--- config.mk ---
export PLATFORM = sky130hd
export DESIGN_NAME = audio_out
export DESIGN_NICKNAME = d
export VERILOG_FILES = /design/src/design/aout_pkg.sv /design/src/design/aout_regs.sv /design/src/design/sample_fifo.sv /design/src/design/pwm_player.sv /design/src/design/audio_out.sv
export SDC_FILE = /design/constraint.sdc
export NUM_CORES = 1
export LEC_CHECK = 0
export BUFFER_PORTS_ARGS = -buffer_cell sky130_fd_sc_hd__buf_2
export CAP_MARGIN = 20
export CORE_UTILIZATION = 40
export CTS_BUF_LIST = sky130_fd_sc_hd__clkbuf_4 sky130_fd_sc_hd__clkbuf_8
export DETAILED_ROUTE_END_ITERATION = 8
export HOLD_SLACK_MARGIN = 0.08
export PLACE_DENSITY = 0.61
export SLEW_MARGIN = 20
export SYNTH_ARGS = -nofsm -noshare
export SYNTH_HDL_FRONTEND = slang
export SYNTH_HIERARCHICAL = 1
export SYNTH_SLANG_ARGS = --single-unit
--- constraint.sdc ---
create_clock -name clk_sys -period 2.8 [get_ports clk_sys]
set_clock_uncertainty 0.05 [all_clocks]
set_input_delay 0.56 -clock clk_sys [delete_from_list [all_inputs] [get_ports clk_sys]]
set_output_delay 0.56 -clock clk_sys [all_outputs]
set_load 0.03 [all_outputs]
--- src/design/aout_pkg.sv ---
`default_nettype none

package aout_pkg;

    // ------------------------------------------------------------------------
    // Widths

    localparam int SAMPLE_W   = 16;
    localparam int ADDR_W     = 4;
    localparam int DATA_W     = 32;
    localparam int INTERVAL_W = 8;
    localparam int LEVEL_W    = 3;

    // ------------------------------------------------------------------------
    // Register map

    localparam logic [ADDR_W-1:0] REG_CSR    = 4'h0;
    localparam logic [ADDR_W-1:0] REG_SAMPLE = 4'h4;

    // CSR field positions
    localparam int CSR_ENABLE_BIT   = 0;
    localparam int CSR_SIGNED_BIT   = 1;
    localparam int CSR_INTERVAL_LSB = 8;
    localparam int CSR_LEVEL_LSB    = 16;

    // One stereo pair with the left channel in the upper half
    typedef struct packed {
        logic [SAMPLE_W-1:0] left;
        logic [SAMPLE_W-1:0] right;
    } stereo_t;

    typedef struct packed {
        logic                  enable;
        logic                  is_signed;
        logic [INTERVAL_W-1:0] interval;
        logic [LEVEL_W-1:0]    irq_level;
    } aout_ctrl_t;

    // Write strobe payload
    typedef struct packed {
        logic [ADDR_W-1:0] addr;
        logic [DATA_W-1:0] data;
    } reg_wr_t;

endpackage

`default_nettype wire

--- src/design/aout_regs.sv ---
`timescale 1ns/1ns
`default_nettype none

module aout_regs (
    input  wire                  clk_sys,
    input  wire                  rst_n_sys,

    input  wire                  wr_valid_i,
    input  aout_pkg::reg_wr_t    wr_i,

    output aout_pkg::aout_ctrl_t ctrl_o,
    output logic                 push_o,
    output aout_pkg::stereo_t    push_data_o
);

    localparam int SW = aout_pkg::SAMPLE_W;
    localparam int DW = aout_pkg::DATA_W;

    aout_pkg::aout_ctrl_t ctrl_q;
    logic                 csr_wr;
    logic [SW-1:0]        msb_flip;

    // ------------------------------------------------------------------------
    // Address decode

    assign csr_wr = wr_valid_i && (wr_i.addr == aout_pkg::REG_CSR);
    assign push_o = wr_valid_i && (wr_i.addr == aout_pkg::REG_SAMPLE);

    // ------------------------------------------------------------------------
    // Control register

    always_ff @(posedge clk_sys or negedge rst_n_sys) begin
        if (!rst_n_sys) begin
            ctrl_q <= '0;
        end else if (csr_wr) begin
            ctrl_q.enable    <= wr_i.data[aout_pkg::CSR_ENABLE_BIT];
            ctrl_q.is_signed <= wr_i.data[aout_pkg::CSR_SIGNED_BIT];
            ctrl_q.interval  <=
                wr_i.data[aout_pkg::CSR_INTERVAL_LSB +: aout_pkg::INTERVAL_W];
            ctrl_q.irq_level <=
                wr_i.data[aout_pkg::CSR_LEVEL_LSB +: aout_pkg::LEVEL_W];
        end
    end

    assign ctrl_o = ctrl_q;

    // ------------------------------------------------------------------------
    // Sample push

    // Inverting the MSB maps two's complement onto offset binary
    assign msb_flip = {ctrl_q.is_signed, {(SW-1){1'b0}}};

    always_comb begin
        push_data_o.left  = wr_i.data[DW-1 -: SW] ^ msb_flip;
        push_data_o.right = wr_i.data[SW-1:0] ^ msb_flip;
    end

endmodule

`default_nettype wire

--- src/design/sample_fifo.sv ---
`timescale 1ns/1ns
`default_nettype none

module sample_fifo #(
    parameter int FIFO_DEPTH = 4
) (
    input  wire                          clk_sys,
    input  wire                          rst_n_sys,

    input  wire                          push_i,
    input  aout_pkg::stereo_t            push_data_i,

    input  wire                          pop_i,
    output aout_pkg::stereo_t            head_o,
    output logic                         empty_o,
    output logic [aout_pkg::LEVEL_W-1:0] level_o
);

    localparam int PTR_W = (FIFO_DEPTH > 1) ? $clog2(FIFO_DEPTH) : 1;
    localparam logic [aout_pkg::LEVEL_W-1:0] FULL_LEVEL =
        FIFO_DEPTH[aout_pkg::LEVEL_W-1:0];

    aout_pkg::stereo_t             mem [FIFO_DEPTH];
    logic [PTR_W-1:0]              wr_ptr;
    logic [PTR_W-1:0]              rd_ptr;
    logic [aout_pkg::LEVEL_W-1:0]  level_q;
    logic                          full;
    logic                          push_ok;
    logic                          pop_ok;

    // Wraps at FIFO_DEPTH so non power of two depths also work
    function automatic logic [PTR_W-1:0] next_ptr(input logic [PTR_W-1:0] ptr);
        if (ptr == PTR_W'(FIFO_DEPTH - 1)) begin
            return '0;
        end
        return ptr + 1'b1;
    endfunction

    assign full    = (level_q == FULL_LEVEL);
    assign empty_o = (level_q == '0);
    assign push_ok = push_i && !full;
    assign pop_ok  = pop_i && !empty_o;

    // ------------------------------------------------------------------------
    // Pointers and level

    always_ff @(posedge clk_sys or negedge rst_n_sys) begin
        if (!rst_n_sys) begin
            wr_ptr  <= '0;
            rd_ptr  <= '0;
            level_q <= '0;
        end else begin
            if (push_ok) begin
                wr_ptr <= next_ptr(wr_ptr);
            end
            if (pop_ok) begin
                rd_ptr <= next_ptr(rd_ptr);
            end
            // Simultaneous push and pop leave the level alone
            if (push_ok && !pop_ok) begin
                level_q <= level_q + 1'b1;
            end else if (pop_ok && !push_ok) begin
                level_q <= level_q - 1'b1;
            end
        end
    end

    // ------------------------------------------------------------------------
    // Storage

    always_ff @(posedge clk_sys) begin
        if (push_ok) begin
            mem[wr_ptr] <= push_data_i;
        end
    end

    assign head_o  = mem[rd_ptr];
    assign level_o = level_q;

endmodule

`default_nettype wire

--- src/design/pwm_player.sv ---
`timescale 1ns/1ns
`default_nettype none

module pwm_player #(
    parameter int PWM_BITS = 6
) (
    input  wire                             clk_sys,
    input  wire                             rst_n_sys,

    input  wire                             enable_i,
    input  wire [aout_pkg::INTERVAL_W-1:0]  interval_i,

    input  aout_pkg::stereo_t               head_i,
    input  wire                             empty_i,
    output logic                            pop_o,

    output logic                            audio_l_o,
    output logic                            audio_r_o
);

    localparam int SW = aout_pkg::SAMPLE_W;

    logic [PWM_BITS-1:0]             cnt;
    logic [aout_pkg::INTERVAL_W-1:0] rep_cnt;
    aout_pkg::stereo_t               sample_q;
    logic                            period_end;
    logic                            rep_done;

    assign period_end = enable_i && (cnt == '1);
    // Greater-or-equal so that lowering the interval mid-sample cannot stall
    assign rep_done   = (rep_cnt >= interval_i);
    assign pop_o      = period_end && rep_done && !empty_i;

    // ------------------------------------------------------------------------
    // Period and repeat counters

    always_ff @(posedge clk_sys or negedge rst_n_sys) begin
        if (!rst_n_sys) begin
            cnt     <= '0;
            rep_cnt <= '0;
        end else if (!enable_i) begin
            cnt     <= '0;
            rep_cnt <= '0;
        end else begin
            cnt <= cnt + 1'b1;
            if (period_end) begin
                if (pop_o) begin
                    rep_cnt <= '0;
                end else if (!rep_done) begin
                    rep_cnt <= rep_cnt + 1'b1;
                end
                // On underrun the count stays put and the old sample replays
            end
        end
    end

    // Zero at reset, so the first period after enable is fully low
    always_ff @(posedge clk_sys or negedge rst_n_sys) begin
        if (!rst_n_sys) begin
            sample_q <= '0;
        end else if (pop_o) begin
            sample_q <= head_i;
        end
    end

    // ------------------------------------------------------------------------
    // Duty cycle compare against the top PWM_BITS of each channel

    assign audio_l_o = enable_i && (cnt < sample_q.left[SW-1 -: PWM_BITS]);
    assign audio_r_o = enable_i && (cnt < sample_q.right[SW-1 -: PWM_BITS]);

endmodule

`default_nettype wire

--- src/design/audio_out.sv ---
`timescale 1ns/1ns
`default_nettype none

module audio_out #(
    parameter int FIFO_DEPTH = 4,
    parameter int PWM_BITS   = 6
) (
    input  wire                          clk_sys,
    input  wire                          rst_n_sys,

    input  wire                          wr_valid_i,
    input  aout_pkg::reg_wr_t            wr_i,

    output logic [aout_pkg::LEVEL_W-1:0] level_o,
    output logic                         irq_o,

    output logic                         audio_l_o,
    output logic                         audio_r_o
);

    aout_pkg::aout_ctrl_t          ctrl;
    logic                          push;
    aout_pkg::stereo_t             push_data;
    logic                          pop;
    aout_pkg::stereo_t             head;
    logic                          empty;
    logic [aout_pkg::LEVEL_W-1:0]  level;

    // ------------------------------------------------------------------------
    // Register stage

    aout_regs aout_regs_u (
        .clk_sys     (clk_sys),
        .rst_n_sys   (rst_n_sys),
        .wr_valid_i  (wr_valid_i),
        .wr_i        (wr_i),
        .ctrl_o      (ctrl),
        .push_o      (push),
        .push_data_o (push_data)
    );

    // ------------------------------------------------------------------------
    // Queue stage

    sample_fifo #(
        .FIFO_DEPTH (FIFO_DEPTH)
    ) sample_fifo_u (
        .clk_sys     (clk_sys),
        .rst_n_sys   (rst_n_sys),
        .push_i      (push),
        .push_data_i (push_data),
        .pop_i       (pop),
        .head_o      (head),
        .empty_o     (empty),
        .level_o     (level)
    );

    // ------------------------------------------------------------------------
    // Player stage

    pwm_player #(
        .PWM_BITS (PWM_BITS)
    ) pwm_player_u (
        .clk_sys    (clk_sys),
        .rst_n_sys  (rst_n_sys),
        .enable_i   (ctrl.enable),
        .interval_i (ctrl.interval),
        .head_i     (head),
        .empty_i    (empty),
        .pop_o      (pop),
        .audio_l_o  (audio_l_o),
        .audio_r_o  (audio_r_o)
    );

    // Low-water interrupt asking software to refill the queue
    assign irq_o   = (level <= ctrl.irq_level);
    assign level_o = level;

endmodule

`default_nettype wire

==> metrics, run 1 <==
placed cell area 4975 sq um; total global-route track usage approximately 14%; WL per Instance 15.20 um; total global routing overflow 0; number of top-level pins 45; Slew Limit Fails 0; DRC violation total after the first TritonRoute iteration 110; static leakage roughly 2.2 nW; share of the cycle needed by the critical path after routing a little over nine tenths; antenna viol nets, final 0; most frequent standard cell in the layout excluding fill and tap cells sky130_fd_sc_hd__edfxtp_1; setup repair after global routing missed its margin yes; largest fanout on the critical path 4; clock root buffer sky130_fd_sc_hd__clkbuf_8; Antenna diodes 0; wire length of the first global-routing pass 13.32 mm; Required @ worst endpoint 2.19 ns; detailed placement HPWL 5.607 mm; source of the critical timing path pwm_player_u/cnt[1]$_DFF_PN0_; number of max-cap violations 0; fillcell total about 1000; maximum number of pins on one net before global-route repair 30; hold slack final ~0.17 ns; clock latency on the worst-skew pair 0.37 ns; total negative setup slack 0 ns; Pwr Total 0.003232 W; antenna violations before repair 0; routability congestion estimate from global placement 0.7373; reg-to-reg critical path endpoint sample_fifo_u/level_o[2]$_DFFE_PN0P_; gr busiest metal met2; buffer depth of the longest clock path 2; layout cells sized above 1 32.15%; endpoint arrival time on the critical path 2.09 ns; met2 Track Usage GR 23.23%; vias after detailed routing between 2000 and 3000; count of input and output buffers 31; area of the multi-input gates 1810 sq um; met3 track demand over resource 2.242%; post-route minimum period ~2.7 ns; critical path capture point type output pin; number of sinks driven by the clock tree 94; netlist area before placement 4742 sq um; vias per inst roughly 5.0; floorplan core area about 11000 sq um; TritonCTS clock tree built; CP Launch Type register; number of warnings printed during yosys synthesis 6; met1 layer usage reported by global route 17.81%; type of the worst min-delay path in -> async; total power per unit cell area 618.7 nW/um^2; Row Count 39; final net count 431; internal reg-to-reg setup slack 0.13 ns; depth of the worst register-to-register path 13; Die Span Y about 110 um; worst voltage drop across the vdd grid 265.8 uV; Worst R2R Start pwm_player_u/rep_cnt[0]$_DFFE_PN0P_; clock transition at the registers of the reported paths 0.10 ns; Post-route DRC 0; number of detailed-routing iterations run before antenna repair 5; commonest cells after routing, fill and taps aside 48 x sky130_fd_sc_hd__edfxtp_1, 46 x sky130_fd_sc_hd__dfrtp_1, 31 x sky130_fd_sc_hd__inv_1; final count of hold timing violations 0; Worst-Margin Slew 0.6835 ns; initial cell density of the core 41.35%; Die ar. 12290 sq um; Max Fclk 370.7 MHz; average footprint of a synthesized cell between 10 and 15 sq um; post-route cell area ~5200 sq um; number of nets produced by synthesis 394; Die W 110.9 um; H-tree lvl count 3; total setup violations reported at the end of the flow 0; Reg area 2592 sq um; layout overhead on the synthesized area 10.16%; wire length reported by the detailed router 7.751 mm; Worst Path Class, Setup reg -> out; vias in the first global route 2654; headroom to the max-slew limit 54.44%; run status finished, final reports clean; Util after Layout 45.55%; count of mapped cells out of synthesis around 330; number of buffers created by CTS 9
==> through the flow <==
step           setup WS [ns]  instances
6_report              0.1024        510
5_1_grt             -0.02922        510
4_1_cts              0.06829        506
3_5_place_dp         0.07774        490
3_3_place_gp          0.1294        490
2_1_floorplan        0.04077        325
==> state kept, by name, indices dropped and copies added (netlist names) <==
register,count
aout_regs_u/ctrl_o,13
pwm_player_u/cnt,6
pwm_player_u/rep_cnt,8
pwm_player_u/sample_q,12
sample_fifo_u/level_o,3
sample_fifo_u/mem,48
sample_fifo_u/rd_ptr,2
sample_fifo_u/wr_ptr,2
==> metal layers <==
metal	up-vias	part of all wire, %
met3	14	2.1
met5	-	0
met4	0	2.3
li1	1240	-
met2	28	51
met1	1259	45
==> final cells by class <==
class / instances / area share, %
inverters: 32 / 2.299
clock inverters: 6 / 1.461
well taps: 143 / 3.425
multi-input cells: 174 / 34.66
flip-flops and latches: 94 / 49.63
repair buffers: 51 / 5.892
clock buffers: 10 / 2.635
==> critical path, cell delays in order, from the launching register on <==
cell and delay (ns):
sky130_fd_sc_hd__dfrtp_1 0.44, sky130_fd_sc_hd__ha_1 0.30, sky130_fd_sc_hd__a21o_1 0.16, sky130_fd_sc_hd__a21o_1 0.17, sky130_fd_sc_hd__a211oi_1 0.26, sky130_fd_sc_hd__o211a_1 0.20, sky130_fd_sc_hd__clkbuf_4 0.19
==> how the worst max path moves through the flow <==
stage / to / slack [ns] / cells after the start
after global routing: sample_fifo_u/level_o[2]$_DFFE_PN0P_ / -0.03 / 13
final: audio_r_o / 0.10 / 6
after detailed placement: sample_fifo_u/level_o[2]$_DFFE_PN0P_ / 0.08 / 12
after floorplan: sample_fifo_u/level_o[2]$_DFFE_PN0P_ / 0.04 / 14
after CTS: sample_fifo_u/level_o[2]$_DFFE_PN0P_ / 0.07 / 12
after global placement: sample_fifo_u/level_o[2]$_DFFE_PN0P_ / 0.13 / 12
==> report_power, final <==
part	internal [W]	switching [W]	total (W)
logic	0.000286	0.000350	0.000637
registers	0.00156	0.0000828	0.00164
clock network	0.000454	0.000499	0.000954
total	0.00230	0.000932	0.00323
==> repair_timing <==
action,4_1_cts,5_1_grt
endpoints found under the setup margin,0,2
buffers inserted,0,4
hold buffers,0,0
gates resized for setup,0,3
No activity file was read; power rests on OpenSTA's default activity.
==> run 2: changes to the inputs <==
Settings changed: PLACE_DENSITY 0.61 to 0.59, RECOVER_POWER from default to 25.
Clock period 2.8 ns to 3 ns, I/O delays scaled along.
==> metrics, run 2 (synthesis gave the netlist of run 1 again) <==
wire length reported by the detailed router 8.061 mm (+4.0%); ordered cell list for the critical path inv_1 > ha_1 > nand2b_4 > a2111o_1 > nand4b_4 > a21boi_4 > o31ai_4 > ha_1 > inv_1 > fa_1 > xor2_1 > nor2_1 > xor2_1; final count of hold timing violations 0 (unchanged); Post-route DRC 0 (unchanged); delay of the slowest cell on the worst path 0.45 ns (about the same); CP top delay family adder cells; buffer depth of the longest clock path 2 (unchanged); worst voltage drop across the vdd grid 236.9 uV (-11%); floorplan core area 11470 sq um (unchanged); largest reg by FF count sample_fifo_u/mem; flip-flop count of the largest register, all copies and words added 48 (unchanged); Slew Limit Fails 0 (unchanged); DRC violation total after the first TritonRoute iteration 133 (+21%); initial cell density of the core 41.35% (unchanged); Antenna diodes 0 (unchanged); wire length of the first global-routing pass 13.81 mm (+3.7%); vias after detailed routing 2543 (+0.079%); Die ar. 12290 sq um (unchanged); Die Span Y 110.9 um (unchanged); number of buffers created by CTS 9 (unchanged); number of top-level pins 45 (unchanged); maximum number of pins on one net before global-route repair 25 (-17%); Max Fclk 351.9 MHz; number of setup buffers added after CTS 0 (unchanged); total setup violations reported at the end of the flow 0 (unchanged); post-route minimum period roughly 2.8 ns; hold slack final 0.4174 ns (+0.2464 ns); Row Count 39 (unchanged); setup repair after global routing missed its margin no; endpoint arrival time on the critical path 3.08 ns (+0.99 ns); Worst-Margin Slew 1.307 ns (+0.6236 ns); detailed placement HPWL 5.639 mm (+0.56%); largest fanout on the critical path 5 (+1); antenna viol nets, final 0 (unchanged); Required @ worst endpoint 3.24 ns (+1.05 ns); vias in the first global route 2711 (+2.1%); post-route setup slack 0.1582 ns (+0.05578 ns); commonest cells after routing, fill and taps aside 48 x sky130_fd_sc_hd__edfxtp_1, 46 x sky130_fd_sc_hd__dfrtp_1, 32 x sky130_fd_sc_hd__inv_1; total power per unit cell area 579.0 nW/um^2 (-6.4%); total negative setup slack 0 ns (unchanged); hold buffers post-CTS 0 (unchanged); number of sinks driven by the clock tree 94 (unchanged); antenna violations before repair 0 (unchanged); WL per Instance 16.06 um (+5.7%); number of buffers and inverters on the critical path 2 (+1); worst setup slack before clock tree synthesis 0.1712 ns (+0.09341 ns); post-cts sizing count 0 (unchanged); critical path capture point type register; clock latency on the worst-skew pair 0.36 ns (about the same); H-tree lvl count 3 (unchanged); number of detailed-routing iterations run before antenna repair 4 (-1); Die W 110.9 um (unchanged); total global-route track usage 14.66% (+0.62 points); layout cells sized above 1 26.74% (-5.4 points); run status finished, final reports clean; static leakage 2.103 nW (-3.5%); clock root buffer sky130_fd_sc_hd__clkbuf_8; TritonCTS clock tree built; layout overhead on the synthesized area 8.021%; routability congestion estimate from global placement 0.7081 (-4.0%); share of the cycle needed by the critical path after routing 94.73%; CP Launch Type register; Worst Path Class, Setup reg -> reg; total global routing overflow 0 (unchanged); type of the worst min-delay path in -> reg; most frequent standard cell in the layout excluding fill and tap cells sky130_fd_sc_hd__edfxtp_1; number of max-cap violations 0 (unchanged); headroom to the max-slew limit 12.86% (-42 points); count of input and output buffers 31 (unchanged); vias per inst 5.066 (+1.7%); final net count 423 (-1.9%); CP max-delay cell sky130_fd_sc_hd__a2111o_1; clock transition at the registers of the reported paths 0.09 ns (about the same)
[run 2: changes by cell type in the layout (fill, tap and decap cells not counted), moves of 2 or more]
cell                       before  now
sky130_fd_sc_hd__buf_2         30   20
sky130_fd_sc_hd__clkbuf_1       0   11
sky130_fd_sc_hd__clkbuf_4       1    3
sky130_fd_sc_hd__inv_6          3    0
sky130_fd_sc_hd__buf_4         20   12
sky130_fd_sc_hd__clkinv_2       0    2
[run 2: layout make-up]
type,instances,area [sq um]
Fill cell,1019,6345
Sequential cell,94,2592
Multi-Input combinational cell,174,1805
Timing Repair Buffer,43,231.5
Tap cell,143,178.9
Clock buffer,12,146.4
Inverter,32,120.1
Clock inverter,4,47.55
[run 2: worst paths after layout]
check | from | endpoint | slack [ns] | cells after the start
min in group asynchronous | rst_n_sys | pwm_player_u/rep_cnt[4]$_DFFE_PN0P_ | 0.45 | 1
max in group asynchronous | rst_n_sys | pwm_player_u/sample_q[29]$_DFFE_PN0P_ | 1.44 | 2
hold reg to reg | pwm_player_u/sample_q[14]$_DFFE_PN0P_ | pwm_player_u/sample_q[14]$_DFFE_PN0P_ | 0.46 | 1
setup reg to reg | pwm_player_u/rep_cnt[0]$_DFFE_PN0P_ | sample_fifo_u/level_o[2]$_DFFE_PN0P_ | 0.16 | 13
setup / recovery | pwm_player_u/rep_cnt[0]$_DFFE_PN0P_ | sample_fifo_u/level_o[2]$_DFFE_PN0P_ | 0.16 | 13
hold / removal | wr_i[1] | aout_regs_u/ctrl_o[11]$_DFFE_PN0P_ | 0.42 | 2
[run 2: power by group]
part / switching [W] / internal [W]
clock: 0.000425 / 0.000411
sequential: 0.0000633 / 0.00146
combinational: 0.000343 / 0.000269
total: 0.000831 / 0.00214
[run 2: worst register-to-register path: stages, from the launching register on]
cell,delay (ns)
sky130_fd_sc_hd__dfrtp_1,0.42
sky130_fd_sc_hd__inv_1,0.07
sky130_fd_sc_hd__ha_1,0.27
sky130_fd_sc_hd__nand2b_4,0.14
sky130_fd_sc_hd__a2111o_1,0.45
sky130_fd_sc_hd__nand4b_4,0.12
sky130_fd_sc_hd__a21boi_4,0.08
sky130_fd_sc_hd__o31ai_4,0.09
sky130_fd_sc_hd__ha_1,0.24
sky130_fd_sc_hd__inv_1,0.06
sky130_fd_sc_hd__fa_1,0.37
sky130_fd_sc_hd__xor2_1,0.15
sky130_fd_sc_hd__nor2_1,0.11
sky130_fd_sc_hd__xor2_1,0.15
[run 2: through the flow]
step / total power (W) / utilization, % / instances / cell area [sq um]
final: 0.002966 / 44.67 / 502 / 5122
after global placement: 0.002142 / 43.10 / 486 / 4942
after CTS: 0.003009 / 44.79 / 502 / 5136
after global routing: 0.003140 / 44.67 / 502 / 5122
after detailed placement: 0.002171 / 43.10 / 486 / 4942
after floorplan: 0.001982 / - / 325 / 4742
[run 2: routing by layer]
metal,vias up,global-route usage [%],share of wire (%)
li1,1230,-,-
met1,1267,18.37,46
met2,33,24.72,50
met3,13,3.116,2.3
met4,0,5.867,1.7
met5,-,0,0
